**src/common/sd_host_pkg.sv**
```systemverilog
package sd_host_pkg;

    localparam int APB_ADDR_W  = 8;
    localparam int DATA_W      = 32;
    localparam int DIV_W       = 8;
    localparam int CMD_FRAME_W = 48;
    localparam int CMD_INDEX_W = 6;
    localparam int CRC7_W      = 7;

    // x^7 + x^3 + 1
    localparam logic [CRC7_W-1:0] CRC7_POLY = 7'h09;

    // Start bit 0, direction bit 1 (host to card)
    localparam logic [1:0] FRAME_PREFIX_HOST = 2'b01;

    // Writable bits of COMMAND
    localparam logic [DATA_W-1:0] CMD_REG_MASK = 32'h0000_3f1b;

    typedef enum logic [APB_ADDR_W-1:0] {
        ARGUMENT      = 8'h00,
        COMMAND       = 8'h04,
        RESPONSE      = 8'h08,
        CLOCK_DIV     = 8'h0c,
        INT_STATUS    = 8'h10,
        INT_ENABLE    = 8'h14,
        PRESENT_STATE = 8'h18
    } reg_addr_e;

    // Anything but RESP_NONE is received as a 48-bit response
    typedef enum logic [1:0] {
        RESP_NONE    = 2'd0,
        RESP_136     = 2'd1,
        RESP_48      = 2'd2,
        RESP_48_BUSY = 2'd3
    } resp_type_e;

    // COMMAND register layout
    typedef struct packed {
        logic [17:0]            rsvd_hi;
        logic [CMD_INDEX_W-1:0] index;
        logic [2:0]             rsvd_mid;
        logic                   index_check;
        logic                   crc_check;
        logic                   rsvd_lo;
        resp_type_e             resp_type;
    } cmd_reg_t;

    typedef struct packed {
        logic [CMD_INDEX_W-1:0] index;
        logic [DATA_W-1:0]      argument;
        resp_type_e             resp_type;
        logic                   crc_check;
        logic                   index_check;
    } cmd_req_t;

    typedef struct packed {
        logic [1:0]             prefix;
        logic [CMD_INDEX_W-1:0] index;
        logic [DATA_W-1:0]      argument;
    } cmd_frame_t;

    typedef struct packed {
        logic [CMD_INDEX_W-1:0] index;
        logic [DATA_W-1:0]      argument;
        logic                   crc_ok;
        logic                   timeout;
        logic                   received;
    } cmd_rsp_t;

    // cmd_complete is bit 0
    typedef struct packed {
        logic cmd_index_err;
        logic cmd_crc_err;
        logic cmd_timeout;
        logic cmd_complete;
    } int_status_t;

    typedef struct packed {
        logic rise;
        logic fall;
    } sd_strobe_t;

endpackage

```
**src/sd_regs.sv**
```systemverilog
`timescale 1ns/1ps

module sd_regs (
    input  logic                               pclk_i,
    input  logic                               reset_i,
    input  logic                               psel_i,
    input  logic                               penable_i,
    input  logic                               pwrite_i,
    input  logic [sd_host_pkg::APB_ADDR_W-1:0] paddr_i,
    input  logic [sd_host_pkg::DATA_W-1:0]     pwdata_i,
    output logic [sd_host_pkg::DATA_W-1:0]     prdata_o,
    output logic                               pready_o,
    output logic                               pslverr_o,
    input  logic                               cmd_busy_i,
    input  logic                               cmd_done_i,
    input  sd_host_pkg::int_status_t           cmd_status_i,
    input  logic [sd_host_pkg::DATA_W-1:0]     cmd_resp_arg_i,
    output sd_host_pkg::cmd_req_t              cmd_req_o,
    output logic                               cmd_start_o,
    output logic [sd_host_pkg::DIV_W-1:0]      divisor_o,
    output logic                               interrupt_o
);

    import sd_host_pkg::*;

    logic [DATA_W-1:0] argument_q;
    cmd_reg_t          cmd_q;
    logic [DATA_W-1:0] response_q;
    logic [DIV_W-1:0]  divisor_q;
    int_status_t       int_status_q;
    int_status_t       int_enable_q;
    int_status_t       int_clr;
    int_status_t       int_set;
    logic              wr_en;
    logic              cmd_wr_ok;
    logic [DATA_W-1:0] rdata;

    // Zero wait states, writes land at the end of the access phase
    assign wr_en     = psel_i && penable_i && pwrite_i;
    assign cmd_wr_ok = wr_en && (paddr_i == COMMAND) && !cmd_busy_i;
    assign pready_o  = 1'b1;
    assign pslverr_o = wr_en && (paddr_i == COMMAND) && cmd_busy_i;

    // Write 1 to clear, a new completion wins over the clear
    assign int_clr = (wr_en && paddr_i == INT_STATUS) ?
                     int_status_t'(pwdata_i[$bits(int_status_t)-1:0]) : '0;
    assign int_set = cmd_done_i ? cmd_status_i : '0;

    always_ff @(posedge pclk_i) begin
        if (reset_i) begin
            argument_q   <= '0;
            cmd_q        <= '0;
            response_q   <= '0;
            divisor_q    <= DIV_W'(1);
            int_status_q <= '0;
            int_enable_q <= '0;
            cmd_start_o  <= 1'b0;
            interrupt_o  <= 1'b0;
        end else begin
            cmd_start_o  <= cmd_wr_ok;
            int_status_q <= (int_status_q & ~int_clr) | int_set;
            interrupt_o  <= |(int_status_q & int_enable_q);
            if (cmd_done_i) begin
                response_q <= cmd_resp_arg_i;
            end
            if (wr_en) begin
                case (reg_addr_e'(paddr_i))
                    ARGUMENT:   argument_q <= pwdata_i;
                    COMMAND: begin
                        if (!cmd_busy_i) begin
                            cmd_q <= cmd_reg_t'(pwdata_i & CMD_REG_MASK);
                        end
                    end
                    CLOCK_DIV:  divisor_q <= pwdata_i[DIV_W-1:0];
                    INT_ENABLE: begin
                        int_enable_q <= int_status_t'(pwdata_i[$bits(int_status_t)-1:0]);
                    end
                    default: ;
                endcase
            end
        end
    end

    always_comb begin
        rdata = '0;
        case (reg_addr_e'(paddr_i))
            ARGUMENT:      rdata = argument_q;
            COMMAND:       rdata = cmd_q;
            RESPONSE:      rdata = response_q;
            CLOCK_DIV:     rdata = DATA_W'(divisor_q);
            INT_STATUS:    rdata = DATA_W'(int_status_q);
            INT_ENABLE:    rdata = DATA_W'(int_enable_q);
            // Bit 0 is command inhibit
            PRESENT_STATE: rdata = DATA_W'(cmd_busy_i);
            default:       rdata = '0;
        endcase
    end

    assign prdata_o = (psel_i && !pwrite_i) ? rdata : '0;

    // Argument is taken at start, the master holds its own copy
    assign cmd_req_o = '{
        index:       cmd_q.index,
        argument:    argument_q,
        resp_type:   cmd_q.resp_type,
        crc_check:   cmd_q.crc_check,
        index_check: cmd_q.index_check
    };

    assign divisor_o = divisor_q;

endmodule

```
**src/sd_clock_divider.sv**
```systemverilog
`timescale 1ns/1ps

module sd_clock_divider (
    input  logic                          pclk_i,
    input  logic                          reset_i,
    input  logic [sd_host_pkg::DIV_W-1:0] divisor_i,
    output logic                          sd_clk_o,
    output sd_host_pkg::sd_strobe_t       strobe_o
);

    import sd_host_pkg::*;

    logic [DIV_W-1:0] cnt_q;
    logic             wrap;

    // Also catches a divisor lowered below the running count
    assign wrap = (cnt_q >= divisor_i);

    always_ff @(posedge pclk_i) begin
        if (reset_i) begin
            cnt_q    <= '0;
            sd_clk_o <= 1'b0;
            strobe_o <= '0;
        end else begin
            cnt_q <= wrap ? '0 : cnt_q + 1'b1;
            if (wrap) begin
                sd_clk_o <= ~sd_clk_o;
            end
            // Strobes line up with the new clock level
            strobe_o.rise <= wrap && !sd_clk_o;
            strobe_o.fall <= wrap && sd_clk_o;
        end
    end

endmodule

```
**src/sd_cmd/sd_cmd_serial_host.sv**
```systemverilog
`timescale 1ns/1ps

module sd_cmd_serial_host #(
    parameter int CMD_TIMEOUT = 64
) (
    input  logic                    pclk_i,
    input  logic                    reset_i,
    input  sd_host_pkg::sd_strobe_t strobe_i,
    input  logic                    start_i,
    input  sd_host_pkg::cmd_frame_t frame_i,
    input  sd_host_pkg::resp_type_e resp_type_i,
    input  logic                    sd_cmd_i,
    output logic                    done_o,
    output sd_host_pkg::cmd_rsp_t   rsp_o,
    output logic                    sd_cmd_o,
    output logic                    sd_cmd_oe_o
);

    import sd_host_pkg::*;

    localparam int BODY_W = $bits(cmd_frame_t);
    localparam int TMO_W  = (CMD_TIMEOUT > 1) ? $clog2(CMD_TIMEOUT) : 1;

    typedef enum logic [2:0] {
        IDLE,
        SEND,
        WAIT_START,
        RECEIVE,
        DONE
    } state_e;

    state_e                 state_q;
    logic [5:0]             bit_cnt_q;
    logic [BODY_W-1:0]      tx_q;
    logic [CMD_FRAME_W-1:0] rx_q;
    logic [CRC7_W-1:0]      crc_q;
    logic [TMO_W-1:0]       tmo_cnt_q;
    logic                   want_rsp_q;
    logic                   timeout_q;
    logic                   received_q;

    function automatic logic [CRC7_W-1:0] crc7_next(input logic [CRC7_W-1:0] crc,
                                                    input logic din);
        logic fb;
        fb = crc[CRC7_W-1] ^ din;
        return {crc[CRC7_W-2:0], 1'b0} ^ (fb ? CRC7_POLY : '0);
    endfunction

    always_ff @(posedge pclk_i) begin
        if (reset_i) begin
            state_q     <= IDLE;
            sd_cmd_o    <= 1'b1;
            sd_cmd_oe_o <= 1'b0;
            bit_cnt_q   <= '0;
            crc_q       <= '0;
            tmo_cnt_q   <= '0;
            want_rsp_q  <= 1'b0;
            timeout_q   <= 1'b0;
            received_q  <= 1'b0;
        end else begin
            case (state_q)
                IDLE: begin
                    if (start_i) begin
                        tx_q       <= frame_i;
                        crc_q      <= '0;
                        bit_cnt_q  <= '0;
                        tmo_cnt_q  <= '0;
                        want_rsp_q <= (resp_type_i != RESP_NONE);
                        timeout_q  <= 1'b0;
                        received_q <= 1'b0;
                        state_q    <= SEND;
                    end
                end
                // Line changes on the falling SD edge
                SEND: begin
                    if (strobe_i.fall) begin
                        bit_cnt_q   <= bit_cnt_q + 1'b1;
                        sd_cmd_oe_o <= 1'b1;
                        if (bit_cnt_q < BODY_W) begin
                            sd_cmd_o <= tx_q[BODY_W-1];
                            tx_q     <= tx_q << 1;
                            crc_q    <= crc7_next(crc_q, tx_q[BODY_W-1]);
                        end else if (bit_cnt_q < CMD_FRAME_W - 1) begin
                            // Seven shifts leave crc_q clear for the response
                            sd_cmd_o <= crc_q[CRC7_W-1];
                            crc_q    <= crc_q << 1;
                        end else if (bit_cnt_q == CMD_FRAME_W - 1) begin
                            sd_cmd_o <= 1'b1;
                        end else begin
                            sd_cmd_oe_o <= 1'b0;
                            sd_cmd_o    <= 1'b1;
                            bit_cnt_q   <= '0;
                            state_q     <= want_rsp_q ? WAIT_START : DONE;
                        end
                    end
                end
                WAIT_START: begin
                    if (strobe_i.rise) begin
                        if (!sd_cmd_i) begin
                            // Start bit sits in bit 0 and shifts up
                            rx_q      <= '0;
                            crc_q     <= crc7_next(crc_q, 1'b0);
                            bit_cnt_q <= 6'd1;
                            state_q   <= RECEIVE;
                        end else if (tmo_cnt_q == TMO_W'(CMD_TIMEOUT - 1)) begin
                            timeout_q <= 1'b1;
                            state_q   <= DONE;
                        end else begin
                            tmo_cnt_q <= tmo_cnt_q + 1'b1;
                        end
                    end
                end
                RECEIVE: begin
                    if (strobe_i.rise) begin
                        rx_q      <= {rx_q[CMD_FRAME_W-2:0], sd_cmd_i};
                        bit_cnt_q <= bit_cnt_q + 1'b1;
                        if (bit_cnt_q < BODY_W) begin
                            crc_q <= crc7_next(crc_q, sd_cmd_i);
                        end
                        if (bit_cnt_q == CMD_FRAME_W - 1) begin
                            received_q <= 1'b1;
                            state_q    <= DONE;
                        end
                    end
                end
                DONE:    state_q <= IDLE;
                default: state_q <= IDLE;
            endcase
        end
    end

    assign done_o = (state_q == DONE);

    // Frame fields below the start and direction bits
    assign rsp_o = '{
        index:    rx_q[CMD_FRAME_W-3 -: CMD_INDEX_W],
        argument: rx_q[CMD_FRAME_W-3-CMD_INDEX_W -: DATA_W],
        crc_ok:   (rx_q[CRC7_W:1] == crc_q),
        timeout:  timeout_q,
        received: received_q
    };

endmodule

```
**src/sd_cmd/sd_cmd_master.sv**
```systemverilog
`timescale 1ns/1ps

module sd_cmd_master #(
    parameter int CMD_TIMEOUT = 64
) (
    input  logic                           pclk_i,
    input  logic                           reset_i,
    input  logic                           start_i,
    input  sd_host_pkg::cmd_req_t          req_i,
    input  logic                           sd_cmd_i,
    input  sd_host_pkg::sd_strobe_t        strobe_i,
    output logic                           busy_o,
    output logic                           done_o,
    output sd_host_pkg::int_status_t       status_o,
    output logic [sd_host_pkg::DATA_W-1:0] resp_arg_o,
    output logic                           sd_cmd_o,
    output logic                           sd_cmd_oe_o
);

    import sd_host_pkg::*;

    cmd_req_t   req_q;
    logic       busy_q;
    logic       host_start_q;
    cmd_frame_t frame;
    logic       host_done;
    cmd_rsp_t   host_rsp;

    always_ff @(posedge pclk_i) begin
        if (reset_i) begin
            busy_q       <= 1'b0;
            host_start_q <= 1'b0;
            done_o       <= 1'b0;
        end else begin
            host_start_q <= start_i;
            done_o       <= host_done;
            if (start_i) begin
                busy_q <= 1'b1;
            end else if (done_o) begin
                busy_q <= 1'b0;
            end
        end
    end

    always_ff @(posedge pclk_i) begin
        if (start_i) begin
            req_q <= req_i;
        end
        if (host_done) begin
            status_o.cmd_complete  <= 1'b1;
            status_o.cmd_timeout   <= host_rsp.timeout;
            status_o.cmd_crc_err   <= req_q.crc_check && host_rsp.received &&
                                      !host_rsp.crc_ok;
            status_o.cmd_index_err <= req_q.index_check && host_rsp.received &&
                                      (host_rsp.index != req_q.index);
            resp_arg_o <= host_rsp.received ? host_rsp.argument : '0;
        end
    end

    // Inhibit rises with the start pulse and drops after the done cycle
    assign busy_o = busy_q || start_i;

    assign frame = '{
        prefix:   FRAME_PREFIX_HOST,
        index:    req_q.index,
        argument: req_q.argument
    };

    sd_cmd_serial_host #(
        .CMD_TIMEOUT (CMD_TIMEOUT)
    ) i_serial_host (
        .pclk_i      (pclk_i),
        .reset_i     (reset_i),
        .strobe_i    (strobe_i),
        .start_i     (host_start_q),
        .frame_i     (frame),
        .resp_type_i (req_q.resp_type),
        .sd_cmd_i    (sd_cmd_i),
        .done_o      (host_done),
        .rsp_o       (host_rsp),
        .sd_cmd_o    (sd_cmd_o),
        .sd_cmd_oe_o (sd_cmd_oe_o)
    );

endmodule

```
**src/sd_host_top.sv**
```systemverilog
`timescale 1ns/1ps

module sd_host_top #(
    parameter int CMD_TIMEOUT = 64
) (
    input  logic                               pclk_i,
    input  logic                               reset_i,
    input  logic                               psel_i,
    input  logic                               penable_i,
    input  logic                               pwrite_i,
    input  logic [sd_host_pkg::APB_ADDR_W-1:0] paddr_i,
    input  logic [sd_host_pkg::DATA_W-1:0]     pwdata_i,
    output logic [sd_host_pkg::DATA_W-1:0]     prdata_o,
    output logic                               pready_o,
    output logic                               pslverr_o,
    output logic                               sd_clk_o,
    output logic                               sd_cmd_o,
    output logic                               sd_cmd_oe_o,
    input  logic                               sd_cmd_i,
    output logic                               interrupt_o
);

    import sd_host_pkg::*;

    logic [DIV_W-1:0]  divisor;
    sd_strobe_t        strobe;
    cmd_req_t          cmd_req;
    logic              cmd_start;
    logic              cmd_busy;
    logic              cmd_done;
    int_status_t       cmd_status;
    logic [DATA_W-1:0] cmd_resp_arg;

    sd_regs i_regs (
        .pclk_i         (pclk_i),
        .reset_i        (reset_i),
        .psel_i         (psel_i),
        .penable_i      (penable_i),
        .pwrite_i       (pwrite_i),
        .paddr_i        (paddr_i),
        .pwdata_i       (pwdata_i),
        .prdata_o       (prdata_o),
        .pready_o       (pready_o),
        .pslverr_o      (pslverr_o),
        .cmd_busy_i     (cmd_busy),
        .cmd_done_i     (cmd_done),
        .cmd_status_i   (cmd_status),
        .cmd_resp_arg_i (cmd_resp_arg),
        .cmd_req_o      (cmd_req),
        .cmd_start_o    (cmd_start),
        .divisor_o      (divisor),
        .interrupt_o    (interrupt_o)
    );

    sd_clock_divider i_clk_div (
        .pclk_i    (pclk_i),
        .reset_i   (reset_i),
        .divisor_i (divisor),
        .sd_clk_o  (sd_clk_o),
        .strobe_o  (strobe)
    );

    sd_cmd_master #(
        .CMD_TIMEOUT (CMD_TIMEOUT)
    ) i_cmd_master (
        .pclk_i      (pclk_i),
        .reset_i     (reset_i),
        .start_i     (cmd_start),
        .req_i       (cmd_req),
        .sd_cmd_i    (sd_cmd_i),
        .strobe_i    (strobe),
        .busy_o      (cmd_busy),
        .done_o      (cmd_done),
        .status_o    (cmd_status),
        .resp_arg_o  (cmd_resp_arg),
        .sd_cmd_o    (sd_cmd_o),
        .sd_cmd_oe_o (sd_cmd_oe_o)
    );

endmodule

```
**config.mk**
```make
export PLATFORM = sky130hd
export DESIGN_NAME = sd_host_top
export DESIGN_NICKNAME = d
export VERILOG_FILES = /design/src/common/sd_host_pkg.sv /design/src/sd_regs.sv /design/src/sd_clock_divider.sv /design/src/sd_cmd/sd_cmd_serial_host.sv /design/src/sd_cmd/sd_cmd_master.sv /design/src/sd_host_top.sv
export SDC_FILE = /design/constraint.sdc
export NUM_CORES = 1
export LEC_CHECK = 0
export BUFFER_PORTS_ARGS = -buffer_cell sky130_fd_sc_hd__buf_2
export CAP_MARGIN = 20
export CORE_ASPECT_RATIO = 0.5
export CORE_MARGIN = 2
export CORE_UTILIZATION = 45
export CTS_BUF_LIST = sky130_fd_sc_hd__clkbuf_16
export CTS_CLUSTER_DIAMETER = 60
export DETAILED_ROUTE_END_ITERATION = 7
export GPL_TIMING_DRIVEN = 0
export SLEW_MARGIN = 20
export SYNTH_ARGS = -nofsm -noshare
export SYNTH_HDL_FRONTEND = slang
export SYNTH_HIERARCHICAL = 1
export SYNTH_SLANG_ARGS = --single-unit
```
**constraint.sdc**
```tcl
create_clock -name pclk_i -period 6.6 [get_ports pclk_i]
set_clock_uncertainty 0.05 [all_clocks]
set_input_delay 1.32 -clock pclk_i [delete_from_list [all_inputs] [get_ports pclk_i]]
set_output_delay 1.32 -clock pclk_i [all_outputs]
set_load 0.01 [all_outputs]
```
* Yosys cells after proc, flatten, opt, wreduce, memory -nomap -nowiden
Cells that the tools add are included.
** Word-level totals
- Register bits after elaboration :: 296
- Input bits :: 46
- Output and inout port bits :: 38
- Logic and storage cells :: 199
** Cells by class
- Add/sub/neg operators :: 3
- Magnitude comparators :: 3
- Eq/ne operators :: 30
- Multiplexer cells :: 64
- Bitwise logic cells :: 12
- Reduce and logical (&&, ||, !) cells :: 43
** Operators with widths (count)
- 32-bit one-hot mux with 7 select lines :: 1
- 46-bit 2-to-1 mux :: 3
- 40-bit 2-to-1 mux :: 3
- 46-bit one-hot mux with 2 select lines :: 1
- 40-bit one-hot mux with 2 select lines :: 1
- 6-bit 2-to-1 mux :: 11
- 7-bit 2-to-1 mux :: 8
- 3-bit 2-to-1 mux :: 11
- 32-bit 2-to-1 mux :: 1
- 7-bit one-hot mux with 4 select lines :: 1
- 2-bit != test (second input constant) :: 13
- 8-bit by 5-bit equality test with 1-bit output (second input constant) :: 3
- 6-bit one-hot mux with 4 select lines :: 1
- 7-bit by 4-bit XOR with 7-bit output :: 3
- 4-bit 2-to-1 mux :: 5
- 5-bit AND reduction :: 4
- 8-bit by 4-bit equality test with 1-bit output (second input constant) :: 2
- 1-bit logical AND :: 13
- 1-bit 2-to-1 mux :: 13
- 6-bit by 1-bit adder with 6-bit output (second input constant) :: 2
- 6-bit equality test (second input constant) :: 2
- 6-bit less-than comparator (second input constant) :: 2
- 3-bit one-hot mux with 4 select lines :: 1
- 6-bit one-hot mux with 2 select lines :: 1
- 30 further kinds :: 49

* Logic depth before layout (Yosys ltp)
- Depth in word-level cells :: 7
- Gate-level depth with buffers :: 7
- Mapped depth without buffers :: 6

* By module
The synthesis kept the hierarchy.
** By module, submodules not included
- sd_cmd_serial_host :: instances 1, cells an instance 442, area an instance 5412.7 µm², sequential area each 3123.0 µm²
- sd_regs :: instances 1, cells an instance 482, area an instance 4076.4 µm², sequential area each 1841.8 µm²
- sd_cmd_master :: instances 1, cells an instance 135, area an instance 2708.8 µm², sequential area each 2372.3 µm²
- sd_clock_divider :: instances 1, cells an instance 76, area an instance 671.9 µm², sequential area each 220.2 µm²

* Least setup slack after synthesis
No wires, ideal clock.
- Path kind :: input to output
- Start point :: input port paddr_i[3] (netlist bit)
- End point :: output port prdata_o[21] (netlist bit)
- Arrival time :: 2.802 ns
- Data required time :: 5.230 ns
- Path slack :: 2.428 ns
- Stages on the path :: 6
- Buffers on the path :: 2
- Cells stage by stage :: clkbuf_1 > or4_1 > nor2_2 > buf_2 > a22oi_1 > nor2_1
** Between the ends
- Cells in the longest elaborated chain, start to end :: 3
- Elaborated cells on any way between the ends :: 9
- Those cells by class :: eq/ne: 6; mux: 2; reduce/logical: 1
** Ends and longest elaborated chain
- start, declared :: RTL line sd_host_top.sv:11 : input logic [sd_host_pkg::APB_ADDR_W-1:0] paddr_i,
- 8-bit by 5-bit equality test with 1-bit output, or another cell as far along :: RTL line sd_regs.sv:86 : case (reg_addr_e'(paddr_i))
- 32-bit one-hot mux with 7 select lines * :: RTL line sd_regs.sv:86
- 32-bit 2-to-1 mux * :: RTL line sd_regs.sv:99 : assign prdata_o = (psel_i && !pwrite_i) ? rdata : '0;
- end, declared :: RTL line sd_host_top.sv:13 : output logic [sd_host_pkg::DATA_W-1:0] prdata_o,
Mark *: on every way between the ends. The rest lies on a longest branch, timed or not.

* Final worst setup path
- Start point :: input port paddr_i[3] (netlist bit)
- End point :: output port prdata_o[3] (netlist bit)
The elaborated chain is that of the path after synthesis.

==> impl_metrics.json <==
{
  "status": "complete, no violations",
  "via_per_inst": 5.401,
  "portBuffers": 82,
  "ant_nets": 0,
  "internal_power_mw": 2.825,
  "start_util_pct": 46.09,
  "drv_slew": 0,
  "cp.arrival_ps": 3670,
  "ios": 84,
  "post-cts-setup-buffers": 0,
  "fp.dieW_um": 243.2,
  "dp_hpwl_um": 23010,
  "die_area_sq_um": 30050,
  "nets": 1311,
  "drt-initial-drc-count": 775,
  "grt_pass1_vias": 8326,
  "track_usage_pct": 20.98,
  "fmax_ghz": 0.1984,
  "synth-seq-area-share_pct": 58.72,
  "clk_latency_ps": 540,
  "drive_gt1_share_pct": 21.04,
  "synth-edff-count": 163,
  "antenna_found_initial": 1,
  "yosysMostFrequentCell": "edfxtp_1",
  "synth_top_cell_area_share_pct": 38.03,
  "ys_top_cells_by_area": "edfxtp_1 38%, dfxtp_1 21%, mux2_2 4.4%",
  "setup_viol": 0,
  "syn2layout_area_growth_pct": 14.57,
  "clk_pin_slew_ps": 60,
  "cts_tree": "built",
  "swShare_pct": 21.73,
  "hold_viol": 0,
  "postCtsHoldBufs": 0,
  "clockPowerShare_pct": 41.7,
  "die_h_um": 123.6,
  "tns_ps": 0,
  "yosys_warnings": 6,
  "synth_top_area_cell": "edfxtp_1",
  "numCtsBuffers": 27,
  "grt.overflow.total": 0,
  "wl_per_cell_um": 18.93,
  "placementRows": 43,
  "cp_max_fo": 10,
  "wl_um": 31350,
  "synthTopCellsByCount": "163 x edfxtp_1, 133 x dfxtp_1, 111 x nand2_1",
  "cp.required_ps": 5230,
  "p_per_area_nw_per_um2": 244.8,
  "holdCritPathClass": "reg -> reg",
  "grt_pass1_wl_um": 48410,
  "syn_area_sq_um": 12870,
  "post_cts_resized": 0,
  "final.min_clock_period_ps": 5041,
  "antenna_cells": 0,
  "synthCells": 1135,
  "cts_sinks": 296,
  "clockBufferDepth": 3,
  "num_vias": 8944,
  "async_flop_share_pct": 0,
  "vdd_ir_drop_max_mv": 0.1616,
  "grt_setup_unrepaired": "false",
  "p_switching_uw": 784.3,
  "slew_headroom_pct": 45.93,
  "synth-seq-cells": 296,
  "leakagePower_nw": 5.164,
  "crit_path_start_kind": "primary input",
  "tightest_slew_ps": 809.1,
  "comb_power_share_pct": 4.1,
  "total_power_mw": 3.610,
  "dr.pass1.iters": 6,
  "cts.htree.levels": 1,
  "synthDistinctLibCells": 75,
  "synth-main-ff-cell": "edfxtp_1",
  "grt_max_degree": 27,
  "gp_congestion": 0.9277,
  "drc_errors": 0,
  "root_buffer": "clkbuf_16",
  "worstSetupPathType": "in -> out",
  "core_area_sq_um": 27920,
  "end_kind": "primary output",
  "cap_viol_max_count": 0,
  "finalCritPeriodShare_pct": 76.38,
  "syn_area_per_cell_sq_um": 11.34,
  "power_frac_seq_pct": 54.2
}
## final cells by class
cell class / count / area, sq um
fillers: 2514 / 13180
multi-input cells: 707 / 4627
plain buffers: 110 / 623.1
inverters: 23 / 86.33
clock buffers: 27 / 675.6
flip-flops and latches: 296 / 7559
well taps: 382 / 478.0
repair buffers: 89 / 535.5
clock inverters: 22 / 161.4
## state kept, by name (all words and copies together), names as in the netlist, 2 cells and up
name	flops
i_cmd_master/i_serial_host/rx_q	46
i_cmd_master/i_serial_host/tx_q	40
i_cmd_master/frame	38
i_cmd_master/resp_arg_o	32
i_regs/argument_q	32
i_regs/response_q	32
i_regs/cmd_req_o	10
i_clk_div/cnt_q	8
i_regs/divisor_o	8
i_cmd_master/i_serial_host/crc_q	7
i_cmd_master/i_serial_host/bit_cnt_q	6
i_cmd_master/i_serial_host/tmo_cnt_q	6
i_cmd_master/req_q	4
i_regs/int_enable_q	4
i_regs/int_status_q	4
i_cmd_master/i_serial_host/state_q	3
i_cmd_master/status_o	3
i_clk_div/strobe_o	2
## logic make-up after synthesis
kind of cell,synth area share [%]
adder cells (fa/ha/maj),1.069
flip-flops,58.72
other,0.08749
XOR/XNOR,1.497
multiplexers,8.477
buffers and inverters,5.512
AO/OA/AOI/OAI,9.304
AND/OR/NAND/NOR,15.33
## through the flow
stage | instance area, sq um | hold WS [ps] | setup WS [ps] | cells | utilization [%]
final | 14750 | 408.8 | 1559 | 1656 | 52.81
after floorplan | 12870 | 374.7 | 2428 | 1136 | -
after CTS | 14750 | 414.7 | 1591 | 1656 | 52.81
after global placement | 13760 | 395.1 | 902.1 | 1600 | 49.29
after global routing | 14750 | 438.1 | 1327 | 1656 | 52.81
after detailed placement | 13910 | 400.9 | 1605 | 1607 | 49.81
## routing by layer
metal,part of all wire [%],GRT usage [%],up-vias
met3,6.9,2.973,34
met1,49,32.35,4344
met2,42,31.45,276
li1,-,-,4290
met5,0,0,-
met4,1.6,4.333,0
## layout by cell type, fill, tap and decap left out, types with 4 or more instances in the layout
cell / n
edfxtp_1: 163
dfxtp_1: 132
nand2_1: 111
nor2_1: 107
buf_2: 106
a21oi_1: 67
and3_1: 51
mux2_2: 50
mux2i_1: 49
buf_4: 45
clkbuf_1: 37
and2_1: 33
a22oi_1: 33
inv_1: 29
clkbuf_16: 27
o21ai_0: 22
nand3_1: 19
xor2_1: 11
xnor2_1: 11
ha_1: 11
nor3_1: 10
o2111ai_1: 10
nor2b_1: 9
clkinv_1: 6
a22o_1: 6
nor4_1: 5
nand4_1: 5
a32oi_1: 5
a211oi_1: 4
or2_2: 4
conb_1: 4
buf_1: 4
## final timing paths
check,slack (ps),startpoint,endpoint,depth (start not counted)
hold / removal,410,i_cmd_master/i_serial_host/sd_cmd_oe_o$_SDFFE_PP0P_,i_cmd_master/i_serial_host/sd_cmd_oe_o$_SDFFE_PP0P_,2
setup reg to reg,3880,i_cmd_master/i_serial_host/state_q[0]$_SDFFE_PP0P_,i_cmd_master/resp_arg_o[21]$_SDFFCE_PN0P_,7
setup / recovery,1560,paddr_i[3],prdata_o[3],8
hold reg to reg,410,i_cmd_master/i_serial_host/sd_cmd_oe_o$_SDFFE_PP0P_,i_cmd_master/i_serial_host/sd_cmd_oe_o$_SDFFE_PP0P_,2
## power by group through the flow
| stage | clock network, mW | registers [mW] | logic (mW) |
|---|---|---|---|
| 6_report | 1.50 | 1.96 | 0.148 |
| 5_1_grt | 1.62 | 1.96 | 0.163 |
| 4_1_cts | 1.55 | 1.96 | 0.148 |
| 3_5_place_dp | 0 | 2.00 | 0.147 |
| 3_3_place_gp | 0 | 2.00 | 0.145 |
| 2_1_floorplan | 0 | 1.99 | 0.0992 |
## critical path: stages
cell and delay (ps):
buf_2 110, clkbuf_1 250, and2_0 310, a2111oi_0 530, nand2_1 300, buf_1 310
nor2_1 340, buf_2 200
Note: power is estimated with default switching activity, not from simulation.
